### config.mk
export PLATFORM = sky130hd
export DESIGN_NAME = burst_split_top
export DESIGN_NICKNAME = d
export VERILOG_FILES = /design/src/verilog/burst_split_pkg.sv /design/src/verilog/burst_split_top.sv /design/src/verilog/r_result.sv /design/src/verilog/burst_track_fifo.sv /design/src/verilog/beat_issue.sv /design/src/verilog/ar_decode.sv
export SDC_FILE = /design/constraint.sdc
export NUM_CORES = 1
export LEC_CHECK = 0
export BUFFER_PORTS_ARGS = -buffer_cell sky130_fd_sc_hd__buf_2
export CELL_PAD_IN_SITES_DETAIL_PLACEMENT = 1
export CELL_PAD_IN_SITES_GLOBAL_PLACEMENT = 1
export CORE_MARGIN = 5
export CORE_UTILIZATION = 31
export CTS_CLUSTER_DIAMETER = 200
export DETAILED_ROUTE_END_ITERATION = 8
export PLACE_DENSITY = 0.66
export SLEW_MARGIN = 15
export SYNTH_ARGS = -nofsm -noshare
export SYNTH_HDL_FRONTEND = slang
export SYNTH_SLANG_ARGS = --single-unit
### constraint.sdc
create_clock -name clk_i -period 7.87 [get_ports clk_i]
set_clock_uncertainty 0.2 [all_clocks]
set_input_delay 0 -clock clk_i [delete_from_list [all_inputs] [get_ports clk_i]]
set_output_delay 0 -clock clk_i [all_outputs]
set_load 0.01 [all_outputs]
### src/verilog/burst_split_pkg.sv
package burst_split_pkg;

  // --------------------------------------------------
  // AR channel field widths
  // --------------------------------------------------
  localparam int unsigned AddrWidth  = 32;
  localparam int unsigned LenWidth   = 8;
  localparam int unsigned SizeWidth  = 3;
  localparam int unsigned CacheWidth = 4;

  // Non-modifiable INCR bursts longer than this may be split
  localparam logic [LenWidth-1:0] MaxSplitLen = 8'd16;

  // --------------------------------------------------
  // Encodings
  // --------------------------------------------------
  // Burst type, AXI encoding
  typedef enum logic [1:0] {
    BURST_FIXED = 2'b00,
    BURST_INCR  = 2'b01,
    BURST_WRAP  = 2'b10
  } burst_e;

  // Response codes used on R
  typedef enum logic [1:0] {
    RESP_OKAY   = 2'b00,
    RESP_SLVERR = 2'b10
  } resp_e;

  // Beat issuer FSM
  typedef enum logic {
    ISSUE_IDLE = 1'b0,
    ISSUE_BUSY = 1'b1
  } issue_state_e;

  // Cache bit 1 marks a modifiable transaction
  localparam int unsigned CacheModBit = 1;

endpackage
### src/verilog/burst_split_top.sv
`timescale 1ns/1ps

module burst_split_top #(
  parameter int unsigned IdWidth     = 4,
  parameter int unsigned DataWidth   = 32,
  parameter int unsigned MaxReadTxns = 4
) (
  input  logic                                   clk_i,
  input  logic                                   rst_i,
  // Upstream AR
  input  logic                                   s_ar_valid_i,
  input  logic [IdWidth-1:0]                     s_ar_id_i,
  input  logic [burst_split_pkg::AddrWidth-1:0]  s_ar_addr_i,
  input  logic [burst_split_pkg::LenWidth-1:0]   s_ar_len_i,
  input  logic [burst_split_pkg::SizeWidth-1:0]  s_ar_size_i,
  input  logic [1:0]                             s_ar_burst_i,
  input  logic [burst_split_pkg::CacheWidth-1:0] s_ar_cache_i,
  output logic                                   s_ar_ready_o,
  // Downstream AR
  output logic                                   m_ar_valid_o,
  output logic [IdWidth-1:0]                     m_ar_id_o,
  output logic [burst_split_pkg::AddrWidth-1:0]  m_ar_addr_o,
  output logic [burst_split_pkg::LenWidth-1:0]   m_ar_len_o,
  output logic [burst_split_pkg::SizeWidth-1:0]  m_ar_size_o,
  output logic [1:0]                             m_ar_burst_o,
  input  logic                                   m_ar_ready_i,
  // Downstream R
  input  logic                                   m_r_valid_i,
  input  logic [IdWidth-1:0]                     m_r_id_i,
  input  logic [DataWidth-1:0]                   m_r_data_i,
  input  logic [1:0]                             m_r_resp_i,
  output logic                                   m_r_ready_o,
  // Upstream R
  output logic                                   s_r_valid_o,
  output logic [IdWidth-1:0]                     s_r_id_o,
  output logic [DataWidth-1:0]                   s_r_data_o,
  output logic [1:0]                             s_r_resp_o,
  output logic                                   s_r_last_o,
  input  logic                                   s_r_ready_i
);

  logic                                 load;
  logic                                 issue_busy;
  logic                                 push;
  logic                                 push_err;
  logic                                 fifo_full;
  logic                                 head_valid;
  logic [burst_split_pkg::LenWidth-1:0] head_len;
  logic [IdWidth-1:0]                   head_id;
  logic                                 head_err;
  logic                                 pop;

  ar_decode i_ar_decode (
    .clk_i        (clk_i),
    .rst_i        (rst_i),
    .s_ar_valid_i (s_ar_valid_i),
    .s_ar_len_i   (s_ar_len_i),
    .s_ar_burst_i (s_ar_burst_i),
    .s_ar_cache_i (s_ar_cache_i),
    .issue_busy_i (issue_busy),
    .fifo_full_i  (fifo_full),
    .s_ar_ready_o (s_ar_ready_o),
    .load_o       (load),
    .push_o       (push),
    .push_err_o   (push_err)
  );

  beat_issue #(
    .IdWidth (IdWidth)
  ) i_beat_issue (
    .clk_i        (clk_i),
    .rst_i        (rst_i),
    .load_i       (load),
    .ar_id_i      (s_ar_id_i),
    .ar_addr_i    (s_ar_addr_i),
    .ar_len_i     (s_ar_len_i),
    .ar_size_i    (s_ar_size_i),
    .ar_burst_i   (s_ar_burst_i),
    .m_ar_ready_i (m_ar_ready_i),
    .busy_o       (issue_busy),
    .m_ar_valid_o (m_ar_valid_o),
    .m_ar_id_o    (m_ar_id_o),
    .m_ar_addr_o  (m_ar_addr_o),
    .m_ar_len_o   (m_ar_len_o),
    .m_ar_size_o  (m_ar_size_o),
    .m_ar_burst_o (m_ar_burst_o)
  );

  burst_track_fifo #(
    .IdWidth     (IdWidth),
    .MaxReadTxns (MaxReadTxns)
  ) i_burst_track_fifo (
    .clk_i       (clk_i),
    .rst_i       (rst_i),
    .push_i      (push),
    .push_len_i  (s_ar_len_i),
    .push_id_i   (s_ar_id_i),
    .push_err_i  (push_err),
    .pop_i       (pop),
    .full_o      (fifo_full),
    .not_empty_o (head_valid),
    .head_len_o  (head_len),
    .head_id_o   (head_id),
    .head_err_o  (head_err)
  );

  r_result #(
    .IdWidth   (IdWidth),
    .DataWidth (DataWidth)
  ) i_r_result (
    .clk_i        (clk_i),
    .rst_i        (rst_i),
    .head_valid_i (head_valid),
    .head_len_i   (head_len),
    .head_id_i    (head_id),
    .head_err_i   (head_err),
    .m_r_valid_i  (m_r_valid_i),
    .m_r_id_i     (m_r_id_i),
    .m_r_data_i   (m_r_data_i),
    .m_r_resp_i   (m_r_resp_i),
    .s_r_ready_i  (s_r_ready_i),
    .pop_o        (pop),
    .m_r_ready_o  (m_r_ready_o),
    .s_r_valid_o  (s_r_valid_o),
    .s_r_id_o     (s_r_id_o),
    .s_r_data_o   (s_r_data_o),
    .s_r_resp_o   (s_r_resp_o),
    .s_r_last_o   (s_r_last_o)
  );

endmodule

### src/verilog/r_result.sv
`timescale 1ns/1ps

module r_result #(
  parameter int unsigned IdWidth   = 4,
  parameter int unsigned DataWidth = 32
) (
  input  logic                                 clk_i,
  input  logic                                 rst_i,
  // Head of the tracking queue
  input  logic                                 head_valid_i,
  input  logic [burst_split_pkg::LenWidth-1:0] head_len_i,
  input  logic [IdWidth-1:0]                   head_id_i,
  input  logic                                 head_err_i,
  // Downstream R
  input  logic                                 m_r_valid_i,
  input  logic [IdWidth-1:0]                   m_r_id_i,
  input  logic [DataWidth-1:0]                 m_r_data_i,
  input  logic [1:0]                           m_r_resp_i,
  // Upstream R ready
  input  logic                                 s_r_ready_i,
  output logic                                 pop_o,
  output logic                                 m_r_ready_o,
  output logic                                 s_r_valid_o,
  output logic [IdWidth-1:0]                   s_r_id_o,
  output logic [DataWidth-1:0]                 s_r_data_o,
  output logic [1:0]                           s_r_resp_o,
  output logic                                 s_r_last_o
);

  logic [burst_split_pkg::LenWidth-1:0] beat_cnt_q;
  logic                                 pass_mode;
  logic                                 err_mode;
  logic                                 up_hs;

  assign pass_mode = head_valid_i && !head_err_i;
  assign err_mode  = head_valid_i && head_err_i;

  // --------------------------------------------------
  // Beat select
  // --------------------------------------------------
  always_comb begin
    s_r_valid_o = 1'b0;
    m_r_ready_o = 1'b0;
    s_r_id_o    = m_r_id_i;
    s_r_data_o  = m_r_data_i;
    s_r_resp_o  = m_r_resp_i;
    if (pass_mode) begin
      // Feed through, only last is rebuilt
      s_r_valid_o = m_r_valid_i;
      m_r_ready_o = s_r_ready_i;
    end else if (err_mode) begin
      // Local SLVERR beats, downstream stays stalled
      s_r_valid_o = 1'b1;
      s_r_id_o    = head_id_i;
      s_r_data_o  = '0;
      s_r_resp_o  = burst_split_pkg::RESP_SLVERR;
    end
  end

  // Remaining beats of the head reach zero when the count meets len
  assign s_r_last_o = (beat_cnt_q == head_len_i);
  assign up_hs      = s_r_valid_o && s_r_ready_i;
  assign pop_o      = up_hs && s_r_last_o;

  // --------------------------------------------------
  // Beat counter
  // --------------------------------------------------
  always_ff @(posedge clk_i) begin
    if (rst_i) begin
      beat_cnt_q <= '0;
    end else if (pop_o) begin
      beat_cnt_q <= '0;
    end else if (up_hs) begin
      beat_cnt_q <= beat_cnt_q + 1'b1;
    end
  end

  // Downstream may only answer ARs that were tracked
  assert property (@(posedge clk_i) disable iff (rst_i) m_r_valid_i |-> head_valid_i)
    else $error("Downstream R beat with no tracked burst");

endmodule

### src/verilog/burst_track_fifo.sv
`timescale 1ns/1ps

module burst_track_fifo #(
  parameter int unsigned IdWidth     = 4,
  parameter int unsigned MaxReadTxns = 4
) (
  input  logic                                 clk_i,
  input  logic                                 rst_i,
  input  logic                                 push_i,
  input  logic [burst_split_pkg::LenWidth-1:0] push_len_i,
  input  logic [IdWidth-1:0]                   push_id_i,
  input  logic                                 push_err_i,
  input  logic                                 pop_i,
  output logic                                 full_o,
  output logic                                 not_empty_o,
  output logic [burst_split_pkg::LenWidth-1:0] head_len_o,
  output logic [IdWidth-1:0]                   head_id_o,
  output logic                                 head_err_o
);

  localparam int unsigned PtrWidth = (MaxReadTxns > 1) ? $clog2(MaxReadTxns) : 1;
  localparam int unsigned CntWidth = $clog2(MaxReadTxns + 1);
  localparam logic [PtrWidth-1:0] LastPtr = PtrWidth'(MaxReadTxns - 1);
  localparam logic [CntWidth-1:0] FullCnt = CntWidth'(MaxReadTxns);

  logic [burst_split_pkg::LenWidth-1:0] len_mem [MaxReadTxns];
  logic [IdWidth-1:0]                   id_mem  [MaxReadTxns];
  logic                                 err_mem [MaxReadTxns];
  logic [PtrWidth-1:0]                  wr_ptr_q;
  logic [PtrWidth-1:0]                  rd_ptr_q;
  logic [CntWidth-1:0]                  count_q;

  // Storage
  always_ff @(posedge clk_i) begin
    if (push_i) begin
      len_mem[wr_ptr_q] <= push_len_i;
      id_mem[wr_ptr_q]  <= push_id_i;
      err_mem[wr_ptr_q] <= push_err_i;
    end
  end

  // --------------------------------------------------
  // Pointers and occupancy
  // --------------------------------------------------
  always_ff @(posedge clk_i) begin
    if (rst_i) begin
      wr_ptr_q <= '0;
      rd_ptr_q <= '0;
      count_q  <= '0;
    end else begin
      if (push_i) begin
        wr_ptr_q <= (wr_ptr_q == LastPtr) ? '0 : wr_ptr_q + 1'b1;
      end
      if (pop_i) begin
        rd_ptr_q <= (rd_ptr_q == LastPtr) ? '0 : rd_ptr_q + 1'b1;
      end
      if (push_i && !pop_i) begin
        count_q <= count_q + 1'b1;
      end else if (pop_i && !push_i) begin
        count_q <= count_q - 1'b1;
      end
    end
  end

  assign full_o      = (count_q == FullCnt);
  assign not_empty_o = (count_q != '0);
  assign head_len_o  = len_mem[rd_ptr_q];
  assign head_id_o   = id_mem[rd_ptr_q];
  assign head_err_o  = err_mem[rd_ptr_q];

  assert property (@(posedge clk_i) disable iff (rst_i)
    !(push_i && full_o) && !(pop_i && !not_empty_o))
    else $error("Tracking queue overflow or underflow");

endmodule

### src/verilog/beat_issue.sv
`timescale 1ns/1ps

module beat_issue #(
  parameter int unsigned IdWidth = 4
) (
  input  logic                                  clk_i,
  input  logic                                  rst_i,
  input  logic                                  load_i,
  input  logic [IdWidth-1:0]                    ar_id_i,
  input  logic [burst_split_pkg::AddrWidth-1:0] ar_addr_i,
  input  logic [burst_split_pkg::LenWidth-1:0]  ar_len_i,
  input  logic [burst_split_pkg::SizeWidth-1:0] ar_size_i,
  input  logic [1:0]                            ar_burst_i,
  input  logic                                  m_ar_ready_i,
  output logic                                  busy_o,
  output logic                                  m_ar_valid_o,
  output logic [IdWidth-1:0]                    m_ar_id_o,
  output logic [burst_split_pkg::AddrWidth-1:0] m_ar_addr_o,
  output logic [burst_split_pkg::LenWidth-1:0]  m_ar_len_o,
  output logic [burst_split_pkg::SizeWidth-1:0] m_ar_size_o,
  output logic [1:0]                            m_ar_burst_o
);

  burst_split_pkg::issue_state_e         state_q;
  logic [IdWidth-1:0]                    id_q;
  logic [burst_split_pkg::AddrWidth-1:0] addr_q;
  logic [burst_split_pkg::AddrWidth-1:0] addr_step;
  logic [burst_split_pkg::LenWidth-1:0]  remain_q;
  logic [burst_split_pkg::SizeWidth-1:0] size_q;
  logic [1:0]                            burst_q;
  logic                                  beat_hs;
  logic                                  last_beat;

  assign beat_hs   = m_ar_valid_o && m_ar_ready_i;
  assign last_beat = (remain_q == '0);

  // Address increment of one beat is zero for FIXED
  always_comb begin
    addr_step = '0;
    if (burst_q == burst_split_pkg::BURST_INCR) begin
      addr_step[size_q] = 1'b1;
    end
  end

  // --------------------------------------------------
  // FSM
  // --------------------------------------------------
  always_ff @(posedge clk_i) begin
    if (rst_i) begin
      state_q <= burst_split_pkg::ISSUE_IDLE;
    end else begin
      case (state_q)
        burst_split_pkg::ISSUE_IDLE: begin
          if (load_i) begin
            state_q <= burst_split_pkg::ISSUE_BUSY;
          end
        end
        burst_split_pkg::ISSUE_BUSY: begin
          if (beat_hs && last_beat) begin
            state_q <= burst_split_pkg::ISSUE_IDLE;
          end
        end
        default: state_q <= burst_split_pkg::ISSUE_IDLE;
      endcase
    end
  end

  // Burst registers advance once per accepted beat
  always_ff @(posedge clk_i) begin
    if (load_i && (state_q == burst_split_pkg::ISSUE_IDLE)) begin
      id_q     <= ar_id_i;
      addr_q   <= ar_addr_i;
      remain_q <= ar_len_i;
      size_q   <= ar_size_i;
      burst_q  <= ar_burst_i;
    end else if (beat_hs && !last_beat) begin
      remain_q <= remain_q - 1'b1;
      addr_q   <= addr_q + addr_step;
    end
  end

  // --------------------------------------------------
  // Downstream AR
  // --------------------------------------------------
  assign busy_o       = (state_q == burst_split_pkg::ISSUE_BUSY);
  assign m_ar_valid_o = busy_o;
  assign m_ar_id_o    = id_q;
  assign m_ar_addr_o  = addr_q;
  assign m_ar_len_o   = '0;
  assign m_ar_size_o  = size_q;
  assign m_ar_burst_o = burst_q;

  assert property (@(posedge clk_i) disable iff (rst_i) m_ar_valid_o |-> (m_ar_len_o == '0))
    else $error("Downstream AR with len other than zero");

endmodule

### src/verilog/ar_decode.sv
`timescale 1ns/1ps

module ar_decode (
  input  logic                                   clk_i,
  input  logic                                   rst_i,
  input  logic                                   s_ar_valid_i,
  input  logic [burst_split_pkg::LenWidth-1:0]   s_ar_len_i,
  input  logic [1:0]                             s_ar_burst_i,
  input  logic [burst_split_pkg::CacheWidth-1:0] s_ar_cache_i,
  input  logic                                   issue_busy_i,
  input  logic                                   fifo_full_i,
  output logic                                   s_ar_ready_o,
  output logic                                   load_o,
  output logic                                   push_o,
  output logic                                   push_err_o
);

  logic supported;
  logic modifiable;
  logic is_wrap;
  logic is_incr;

  // --------------------------------------------------
  // Support rule
  // --------------------------------------------------
  assign modifiable = s_ar_cache_i[burst_split_pkg::CacheModBit];
  assign is_wrap    = (s_ar_burst_i == burst_split_pkg::BURST_WRAP);
  assign is_incr    = (s_ar_burst_i == burst_split_pkg::BURST_INCR);

  always_comb begin
    if (s_ar_len_i == '0) begin
      // Single beats pass through as they are
      supported = 1'b1;
    end else if (is_wrap) begin
      supported = 1'b0;
    end else if (!modifiable) begin
      // Splitting a non-modifiable burst is only legal for long INCR
      supported = is_incr && (s_ar_len_i > burst_split_pkg::MaxSplitLen);
    end else begin
      supported = 1'b1;
    end
  end

  // --------------------------------------------------
  // Handshake and strobes
  // --------------------------------------------------
  // Unsupported bursts only need a queue slot, supported ones also the issuer
  assign s_ar_ready_o = !fifo_full_i && (!supported || !issue_busy_i);
  assign push_o       = s_ar_valid_i && s_ar_ready_o;
  assign load_o       = push_o && supported;
  assign push_err_o   = !supported;

  // Queue must never see a push it cannot store
  assert property (@(posedge clk_i) disable iff (rst_i) !(push_o && fifo_full_i))
    else $error("AR pushed into full tracking queue");

endmodule

Word-level counts from Yosys, hierarchy flattened. Memories as Yosys holds them, arrays and structs flattened. A register that Yosys moved wholly into a read port is not among the register bits. Index checks and enable logic that the tools add are counted.

$add $sub $neg: 7. $lt $le $gt $ge: 3. Eq/ne operators: 7. Mux-type cells: 34. Bitwise gates (word level): 1. Reductions and logical operators: 29.

Operators by type and width (number): 32-bit 2-to-1 mux (4); 32-bit by 8-bit adder with 32-bit output (1); 8-bit 2-to-1 mux (3); 2-bit 2-to-1 mux (10); 8-bit logical NOT (2); 1-bit logical AND (15); 1-bit 2-to-1 mux (11); 8-bit by 1-bit adder with 8-bit output (second input constant) (1); 8-bit equality test (1); 8-bit by 5-bit > comparator with 1-bit output (second input constant) (1); 4-bit 2-to-1 mux (2); 8-bit by 1-bit subtractor with 8-bit output (second input constant) (1); 1-bit logical NOT (7); 2-bit equality test (second input constant) (3); 3-bit by 6-bit < comparator with 1-bit output (second input constant) (1); 3-bit 2-to-1 mux (2); 2-bit by 1-bit adder with 2-bit output (second input constant) (2); 2-bit by 1-bit equality test with 1-bit output (second input constant) (2); 2-bit nonzero test (2); 3-bit by 1-bit adder with 3-bit output (second input constant) (1); 1-bit demux with 3-bit select (1); 3-bit equality test (second input constant) (1); 3-bit by 1-bit >= comparator with 1-bit output (second input constant) (1); 3-bit nonzero test (1); 5 further kinds (5).

Register bits: 65. Memory bits (writable): 52. Input bits: 97. Logic and storage cells: 94. Memories: 3.

Memories: i_burst_track_fifo.len_mem (words 4, bits a word 8, read ports 1, clocked after memory_dff 1, wr ports 1, line burst_track_fifo.sv:26) `logic [burst_split_pkg::LenWidth-1:0] len_mem [MaxReadTxns];`; i_burst_track_fifo.id_mem (words 4, bits a word 4, read ports 1, clocked after memory_dff 1, wr ports 1, line burst_track_fifo.sv:27) `logic [IdWidth-1:0] id_mem [MaxReadTxns];`; i_burst_track_fifo.err_mem (words 4, bits a word 1, read ports 1, clocked after memory_dff 1, wr ports 1, line burst_track_fifo.sv:28) `logic err_mem [MaxReadTxns];`.

Depth between registers and ports, before layout. Gate-level depths: netlist of the first run.

Depth in word-level cells: 13. Depth in mapped cells: 12. Mapped depth without buffers: 11.

By module. A second synthesis of the first run with hierarchy kept.

Cell total of the unflattened synthesis: 539. Area total of the unflattened synthesis: 6333.6 µm².

Modules (own cells, without submodules): beat_issue (times used 1, cells each 316, area each 3118.0 µm²); burst_track_fifo (times used 1, cells each 111, area each 2323.5 µm²); r_result (times used 1, cells each 97, area each 785.8 µm²); ar_decode (times used 1, cells each 15, area each 106.4 µm²).

Least setup slack after synthesis of the first run. Ideal clock, no wire load.

Kind: reg2reg. Start point: register i_burst_track_fifo.count_q[0]. End point: register i_beat_issue.addr_q (netlist bit i_beat_issue.m_ar_addr_o[0]) (enable). Arrival time: 2.702 ns. Required time: 7.228 ns. Path slack: 4.525 ns. Cell stages (with the launch flop): 8. Buffers on the path: 3. Cells stage by stage: dfxtp_1 > nor3b_1 > nand2b_1 > or3b_1 > clkbuf_1 > buf_2 > buf_2 > o21ai_1.

Word-level cells in the longest chain between the ends: 7.

Ends and longest elaborated chain: from (decl) (line burst_track_fifo.sv:31) `logic [CntWidth-1:0] count_q;`; from (signal assigned) (line burst_track_fifo.sv:58) `count_q <= count_q + 1'b1;`; from (signal assigned) (line burst_track_fifo.sv:60) `count_q <= count_q - 1'b1;`; 3-bit equality test (line burst_track_fifo.sv:65) `assign full_o = (count_q == FullCnt);`; 1-bit logical NOT (line ar_decode.sv:48) `assign s_ar_ready_o = !fifo_full_i && (!supported || !issue_busy_i);`; 1-bit logical AND (line ar_decode.sv:48); 1-bit logical AND (line ar_decode.sv:49) `assign push_o = s_ar_valid_i && s_ar_ready_o;`; 1-bit logical AND (line ar_decode.sv:50) `assign load_o = push_o && supported;`; 1-bit logical AND (line beat_issue.sv:70) `if (load_i && (state_q == burst_split_pkg::ISSUE_IDLE)) begin`; 2-bit nonzero test (no source line); to (signal assigned) (line beat_issue.sv:72) `addr_q <= ar_addr_i;`; to (signal assigned) (line beat_issue.sv:78) `addr_q <= addr_q + addr_step;`; to (decl) (line beat_issue.sv:26) `logic [burst_split_pkg::AddrWidth-1:0] addr_q;`.

No other way between the ends. A chain may end at the register's enable or synchronous reset.

Worst setup path after layout of the first run.
Start point: register i_beat_issue.size_q (netlist bit i_beat_issue.m_ar_size_o[0]). End point: register i_beat_issue.addr_q (netlist bit i_beat_issue.m_ar_addr_o[31]), data pin.

Word-level cells in the longest chain between the ends: 8.

Ends and longest elaborated chain: from (decl) (line beat_issue.sv:29) `logic [burst_split_pkg::SizeWidth-1:0] size_q;`; from (signal assigned) (line beat_issue.sv:74) `size_q <= ar_size_i;`; 3-bit by 6-bit < comparator with 1-bit output (not written as such) / 3-bit by 1-bit >= comparator with 1-bit output (equally long branches) (line beat_issue.sv:41) `addr_step[size_q] = 1'b1;`; 1-bit logical AND (not written as such) (line beat_issue.sv:41); 1-bit 2-to-1 mux (not written as such) (line beat_issue.sv:41); 1-bit demux with 3-bit select (*); 8-bit 2-to-1 mux (*) (line beat_issue.sv:40) `if (burst_q == burst_split_pkg::BURST_INCR) begin`; 32-bit by 8-bit adder with 32-bit output (*) (line beat_issue.sv:78); 32-bit 2-to-1 mux (*) (line beat_issue.sv:76) `end else if (beat_hs && !last_beat) begin`; 32-bit 2-to-1 mux (*) (line beat_issue.sv:70).

Mark *: on every way between the ends. The rest lies on a longest branch, timed or not. The select of a mux whose other input is x is not followed.

==> results of run 1 <==
layout make-up:
cell class,instances,area (um^2)
flip-flops and latches,119,3390
multi-input cells,363,2620
inverters,17,63.8
clock inverters,9,57.6
repair buffers,234,1450
fillers,2179,11100
clock buffers,23,533
well taps,265,332
through the flow:
step	utilization, %	instances
after floorplan	-	528
after global placement	37.4	943
after detailed placement	37.4	943
after CTS	43.3	1030
after global routing	43.3	1030
final	43.3	1030
power by group through the flow:
| stage | clock (mW) | sequential (mW) | combinational (mW) |
|---|---|---|---|
| 2_1_floorplan | 0 | 0.836 | 0.246 |
| 3_3_place_gp | 0 | 0.829 | 0.399 |
| 3_5_place_dp | 0 | 0.834 | 0.416 |
| 4_1_cts | 0.782 | 0.822 | 0.440 |
| 5_1_grt | 0.818 | 0.830 | 0.480 |
| 6_report | 0.768 | 0.821 | 0.433 |
state kept, by name, indices dropped and copies added (netlist names), 3 cells and up, named ones only:
name / count
i_burst_track_fifo.err_mem: 4
i_beat_issue.remain_q: 8
i_r_result.beat_cnt_q: 8
i_burst_track_fifo.len_mem: 32
i_burst_track_fifo.id_mem: 16
i_beat_issue.m_ar_size_o: 3
i_burst_track_fifo.count_q: 3
i_beat_issue.m_ar_id_o: 4
i_beat_issue.m_ar_addr_o: 32
metal layers:
metal	wire [um]	part of all wire, %	global-route usage [%]
met2	8900	51	27.6
met4	153	0.88	3.81
met5	0	0	0
met3	1480	8.5	5.57
met1	6850	39	16.9
cells in the mapped netlist (7+ instances only):
cell type and n:
xnor2_1 23, buf_4 9, a21oi_1 41, xor2_1 26, dfxtp_1 18, nor2_1 61
ha_1 17, inv_1 15, clkbuf_1 13, mux4_2 11, nand2_1 18, o211ai_1 8
o21ai_0 10, or3_1 7, and2_1 39, mux2_1 7, edfxtp_1 101, o2111ai_1 8
nand2b_1 7
worst max-delay path, stage by stage (launching register included):
cell and delay [ps]:
edfxtp_1 410, or3b_2 540, nor3_1 160, ha_1 210
a21o_1 130, a21oi_1 130, nor4_2 1000, o21ai_0 250
or3_1 360, a31oi_1 160
final timing paths:
check | start | end | cells after the start | slack [ps]
setup reg to reg | i_beat_issue.m_ar_size_o[0] | i_beat_issue.m_ar_addr_o[31] | 9 | 4140
setup / recovery | i_beat_issue.m_ar_size_o[0] | i_beat_issue.m_ar_addr_o[31] | 9 | 4140
hold reg to reg | i_burst_track_fifo.rd_ptr_q[1] | i_burst_track_fifo.rd_ptr_q[1] | 2 | 320
hold / removal | s_ar_cache_i[1] | i_burst_track_fifo.err_mem[1] | 4 | 40
cell families after synthesis:
| family | Yosys count |
|---|---|
| adders and majority gates | 19 |
| other | 1 |
| buffers and inverters | 46 |
| and+or+nand+nor | 172 |
| muxes | 26 |
| AOI/OAI and AO/OA | 89 |
| xor gates and xnor gates | 49 |
| DFF | 119 |
repair_timing:
action | in CTS | in global routing
hold endpoints to repair | 112 | 0
hold buffers | 55 | 0
setup endpoints to repair | 0 | 0
==> results.yml, run 1 <==
status:
  status: "finished, final reports clean"
cts:
  cts_buffers: 17
  cts-resized-gates: 0
  cts.sinks: 119
  postCtsSetupBuffers: 0
  root_buffer: "clkbuf_16"
  clk_transition_reported_paths_ps: 50
  cts_tree: "yes"
  h-tree-depth: 4
  clk_latency_ps: 410
  clockBufferDepth: 2
worst_setup_path:
  cp-end-kind: "register"
  worst_setup_path_start_kind: "register"
  required_ps: 7930
  crit_fanout: 12
  arrival_ps: 3780
  timing_worst_setup_path_type: "reg -> reg"
detailed_routing:
  remaining_drc_errors: 0
  routed_wl_um: 17400
  drtPass1Iterations: 4
  viasPerCell: 4.79
  vias: 4932
  routedWlPerCell_um: 16.9
  ant_nets: 0
  drt_iter0_drc: 185
sta:
  final_hold_viol_count: 0
  setup_viol: 0
  grt_setup_unrepaired: "false"
  drv_slew: 0
  min_period_ps: 3730
  worst_slew_pin_slew_ps: 1210
  maxSlewHeadroom_pct: 18.4
  max_clock_freq_mhz: 268
  fin_crit_sh_pct: 47.4
  fin_setup_tns_ps: 0
  timing.hold.ws_ps: 36.6
  setup_slack_ps: 4140
logic_synthesis:
  synth_ff_type: "edfxtp_1"
  ys.warnings.count: 0
  ys_seq_elements: 119
  yosysSeqAreaShare_pct: 54.9
  synth_top_family_by_area: "simple AND/OR/NAND/NOR gates"
  syn_avg_cell_area_um2: 11.9
  synth_area_leader_cell: "edfxtp_1"
  synth_area_leaders: "edfxtp_1, dfxtp_1, mux4_2, and2_1, nor2_1"
  synth_mux_area_share_pct: 7.18
  async_flop_share_pct: 0
  synth_compound_area_share_pct: 8.92
  syn_area_um2: 6180
  synthAdderAreaFrac_pct: 4.09
  synth_cell_types: 56
  synthXorXnorAreaFrac_pct: 6.94
  synth_edf_count: 101
  synthCells: 521
  synth-simple-area-share_pct: 14.4
  synth_top_area_share_pct: 49.0
floorplan:
  die-area_um2: 22900
  die_y_um: 151
  start_util_pct: 31.7
  die_width_um: 151
  ios: 189
  core_um2: 19500
  placementRows: 51
power_and_ir_drop:
  p_switching_mw: 0.581
  power.density_nw_per_um2: 239
  p_leak_nw: 3.35
  power_frac_seq_pct: 40.6
  p_total_mw: 2.02
  comb_power_share_pct: 21.4
  swShare_pct: 28.7
  vdd_drop_max_mv: 0.154
  clkPwrFrac_pct: 38.0
  p_int_mw: 1.44
grt:
  grt_pass1_vias: 5312
  antenna_found_initial: 0
  grt_max_degree: 80
  grt_usage_pct: 15.2
  grt_overflow: 0
  grt_pass1_wl_um: 27200
layout:
  final_nets: 868
  final_common_cell: "buf_2"
  areaGrowthSynthToFinish_pct: 36.6
  layout-drive-gt1-share_pct: 29.9
  fin_area_um2: 8450
  antennaDiodeCount: 0
  layout_common_cells: "buf_2, edfxtp_1, nor2_1"
placed_design:
  place.gp.congestion: 0.749
  placed_area_um2: 7300
  hpwl_um: 12200
  place_ws_ps: 4130
  portBuffers: 177
job:
  cap_violations: 0
worst_hold_path:
  min_path_type: "in -> reg"
Power figures use the tool's default switching activity.
==> run 2: changes to the inputs <==
--- a/config.mk
+++ b/config.mk
@@ -12,7 +12,7 @@
 export CORE_UTILIZATION = 31
 export CTS_CLUSTER_DIAMETER = 200
 export DETAILED_ROUTE_END_ITERATION = 8
-export PLACE_DENSITY = 0.66
+export PLACE_DENSITY = 0.68
 export SLEW_MARGIN = 15
 export SYNTH_ARGS = -nofsm -noshare
 export SYNTH_HDL_FRONTEND = slang
==> constraint.sdc (replaced) <==
create_clock -name clk_i -period 3.2 [get_ports clk_i]
set_clock_uncertainty 0.2 [all_clocks]
set_input_delay 0 -clock clk_i [delete_from_list [all_inputs] [get_ports clk_i]]
set_output_delay 0 -clock clk_i [all_outputs]
set_load 0.01 [all_outputs]
==> run 2 against run 1 <==
  * Setup slack got worse by 4100 ps
  * Sequential power increased by 150%
  * Wire length increased by 6.9%
  * Total power rose to 2.5 times the previous value
  * First-iteration DRC count is 21% lower
  * Sequential cell count unchanged
  * Global-route usage rose by 0.62 points
  * Largest cell class unchanged
  * Non-clock buffer count increased by 29
==> results.yml, run 2 (synthesized netlist as in run 1, its figures left out) <==
status:
  status: "finished, final reports clean"
sta:
  worst_slew_pin_slew_ps: 696
  final_hold_viol_count: 0
  timing.hold.ws_ps: 6.88
  fin_setup_tns_ps: 0
  drv_slew: 0
  maxSlewHeadroom_pct: 53.6
  setup_slack_ps: 64.7
  fin_crit_sh_pct: 98.0
  max_clock_freq_mhz: 319
  min_period_ps: 3140
  grt_setup_unrepaired: "true"
  setup_viol: 0
power_and_ir_drop:
  p_int_mw: 3.63
  vdd_drop_max_mv: 0.397
  p_switching_mw: 1.47
  power_frac_seq_pct: 39.7
  clkPwrFrac_pct: 38.0
  swShare_pct: 28.9
  power.density_nw_per_um2: 578
  p_leak_nw: 3.56
  comb_power_share_pct: 22.3
floorplan:
  placementRows: 51
  die-area_um2: 22900
  core_um2: 19500
  die_y_um: 151
  die_width_um: 151
  start_util_pct: 31.7
  ios: 189
cts:
  clk_transition_reported_paths_ps: 60
  h-tree-depth: 4
  root_buffer: "clkbuf_16"
  cts_tree: "yes"
  clockBufferDepth: 2
  clk_latency_ps: 420
  cts_buffers: 17
  cts.sinks: 119
grt:
  grt_usage_pct: 15.8
  antenna_found_initial: 0
  grt_overflow: 0
  grt_pass1_wl_um: 28000
  grt_pass1_vias: 5620
  grt_max_degree: 79
layout:
  antennaDiodeCount: 0
  layout-drive-gt1-share_pct: 34.1
  final_common_cell: "buf_2"
  fillers: 2152
  areaGrowthSynthToFinish_pct: 42.9
  final_nets: 898
  layout_common_cells: "buf_2, edfxtp_1, nor2_1"
  fin_util_pct: 45.3
  finalNonFillerCells: 1060
worst_setup_path:
  cp-end-kind: "register"
  worst-r2r-cell-count: 11
  timing_worst_setup_path_type: "reg -> reg"
  rr_startpoint: "i_beat_issue.m_ar_burst_o[1]"
  critPathSlowestCell: "or3b_4"
  required_ps: 3270
  crit_fanout: 5
  arrival_ps: 3200
  worst_setup_path_start_kind: "register"
  critPathMaxStageDelay_ps: 440
  r2r-end: "i_beat_issue.m_ar_addr_o[30]"
  path_cells: "or3b_4, nor3_4, ha_2, inv_1, fa_2, nor2b_1, o21a_1, o211a_4, o21ai_2, or3_1, a31oi_1"
  rrSetupSlack_ps: 60
  path_buf_inv: 1
  crit_family: "simple AND/OR/NAND/NOR gates"
detailed_routing:
  vias: 5099
  ant_nets: 0
  drt_iter0_drc: 146
  routed_wl_um: 18600
  remaining_drc_errors: 0
  routedWlPerCell_um: 17.5
  viasPerCell: 4.81
  drtPass1Iterations: 4
worst_hold_path:
  min_to: "i_burst_track_fifo.err_mem[1]"
  hold_depth: 4
  min_path_type: "in -> reg"
  worstHoldStart: "s_ar_cache_i[1]"
placed_design:
  hpwl_um: 13000
  dp.cells: 969
  place_ws_ps: -503
  portBuffers: 177
  place.gp.congestion: 0.772
job:
  cap_violations: 0
-- run 2: worst min-delay path, delay by kind of cell --
family,cells,cell delay [ps]
AOI/OAI and AO/OA,1,50
and+or+nand+nor,1,190
buffers and inverters,2,210
-- run 2: power groups by stage --
stage          clock network [mW]  registers, mW  logic (mW)
6_report                     1.94           2.03        1.14
5_1_grt                      2.05           2.05        1.26
4_1_cts                      1.97           2.03        1.14
3_5_place_dp                    0           2.05        1.07
3_3_place_gp                    0           2.04        1.03
2_1_floorplan                   0           2.05       0.607
-- run 2: area by class of cell --
class,instances,area (um^2),area share [%]
inverter,17,63.8,0.722
clock inverter,8,51.3,0.581
clock buffer,24,557,6.30
tap,265,332,3.75
multi-input combinational,364,2720,30.8
timing repair buffer,263,1720,19.5
sequential,119,3390,38.4
-- run 2: layer usage --
metal	share of wire (%)	vias up	global-route usage (%)	wire length, um
li1	-	2415	-	-
met1	39	2494	17.1	7220
met2	53	168	29.5	9770
met3	7.0	22	4.19	1310
met4	1.5	0	6.03	284
met5	0	-	0	0
-- run 2: repair_timing --
action / 4_1_cts / 5_1_grt
buffers inserted: 3 / 0
resized for setup: 7 / 12
endpoints found under the hold margin: 115 / 0
hold buffers: 55 / 0
endpoints found under the setup margin: 23 / 22
pin swaps: 2 / 7
cloned: 0 / 1
-- run 2: how the worst max path moves through the flow --
stage | to | from | depth (start not counted)
floorplan | i_beat_issue.m_ar_addr_o[28] | i_beat_issue.m_ar_size_o[0] | 11
global placement | i_beat_issue.m_ar_addr_o[31] | i_beat_issue.m_ar_size_o[0] | 9
detailed placement | i_beat_issue.m_ar_addr_o[31] | i_beat_issue.m_ar_size_o[0] | 9
CTS | i_beat_issue.m_ar_addr_o[29] | i_beat_issue.m_ar_burst_o[1] | 13
global route | i_beat_issue.m_ar_addr_o[24] | i_beat_issue.m_ar_burst_o[1] | 12
finish | i_beat_issue.m_ar_addr_o[30] | i_beat_issue.m_ar_burst_o[1] | 11
-- run 2: per-stage QoR --
step	cell area (um^2)	power, mW
finish	8840	5.11
detailed placement	7540	3.13
global placement	7540	3.07
CTS	8760	5.14
global route	8840	5.36
floorplan	6210	2.66
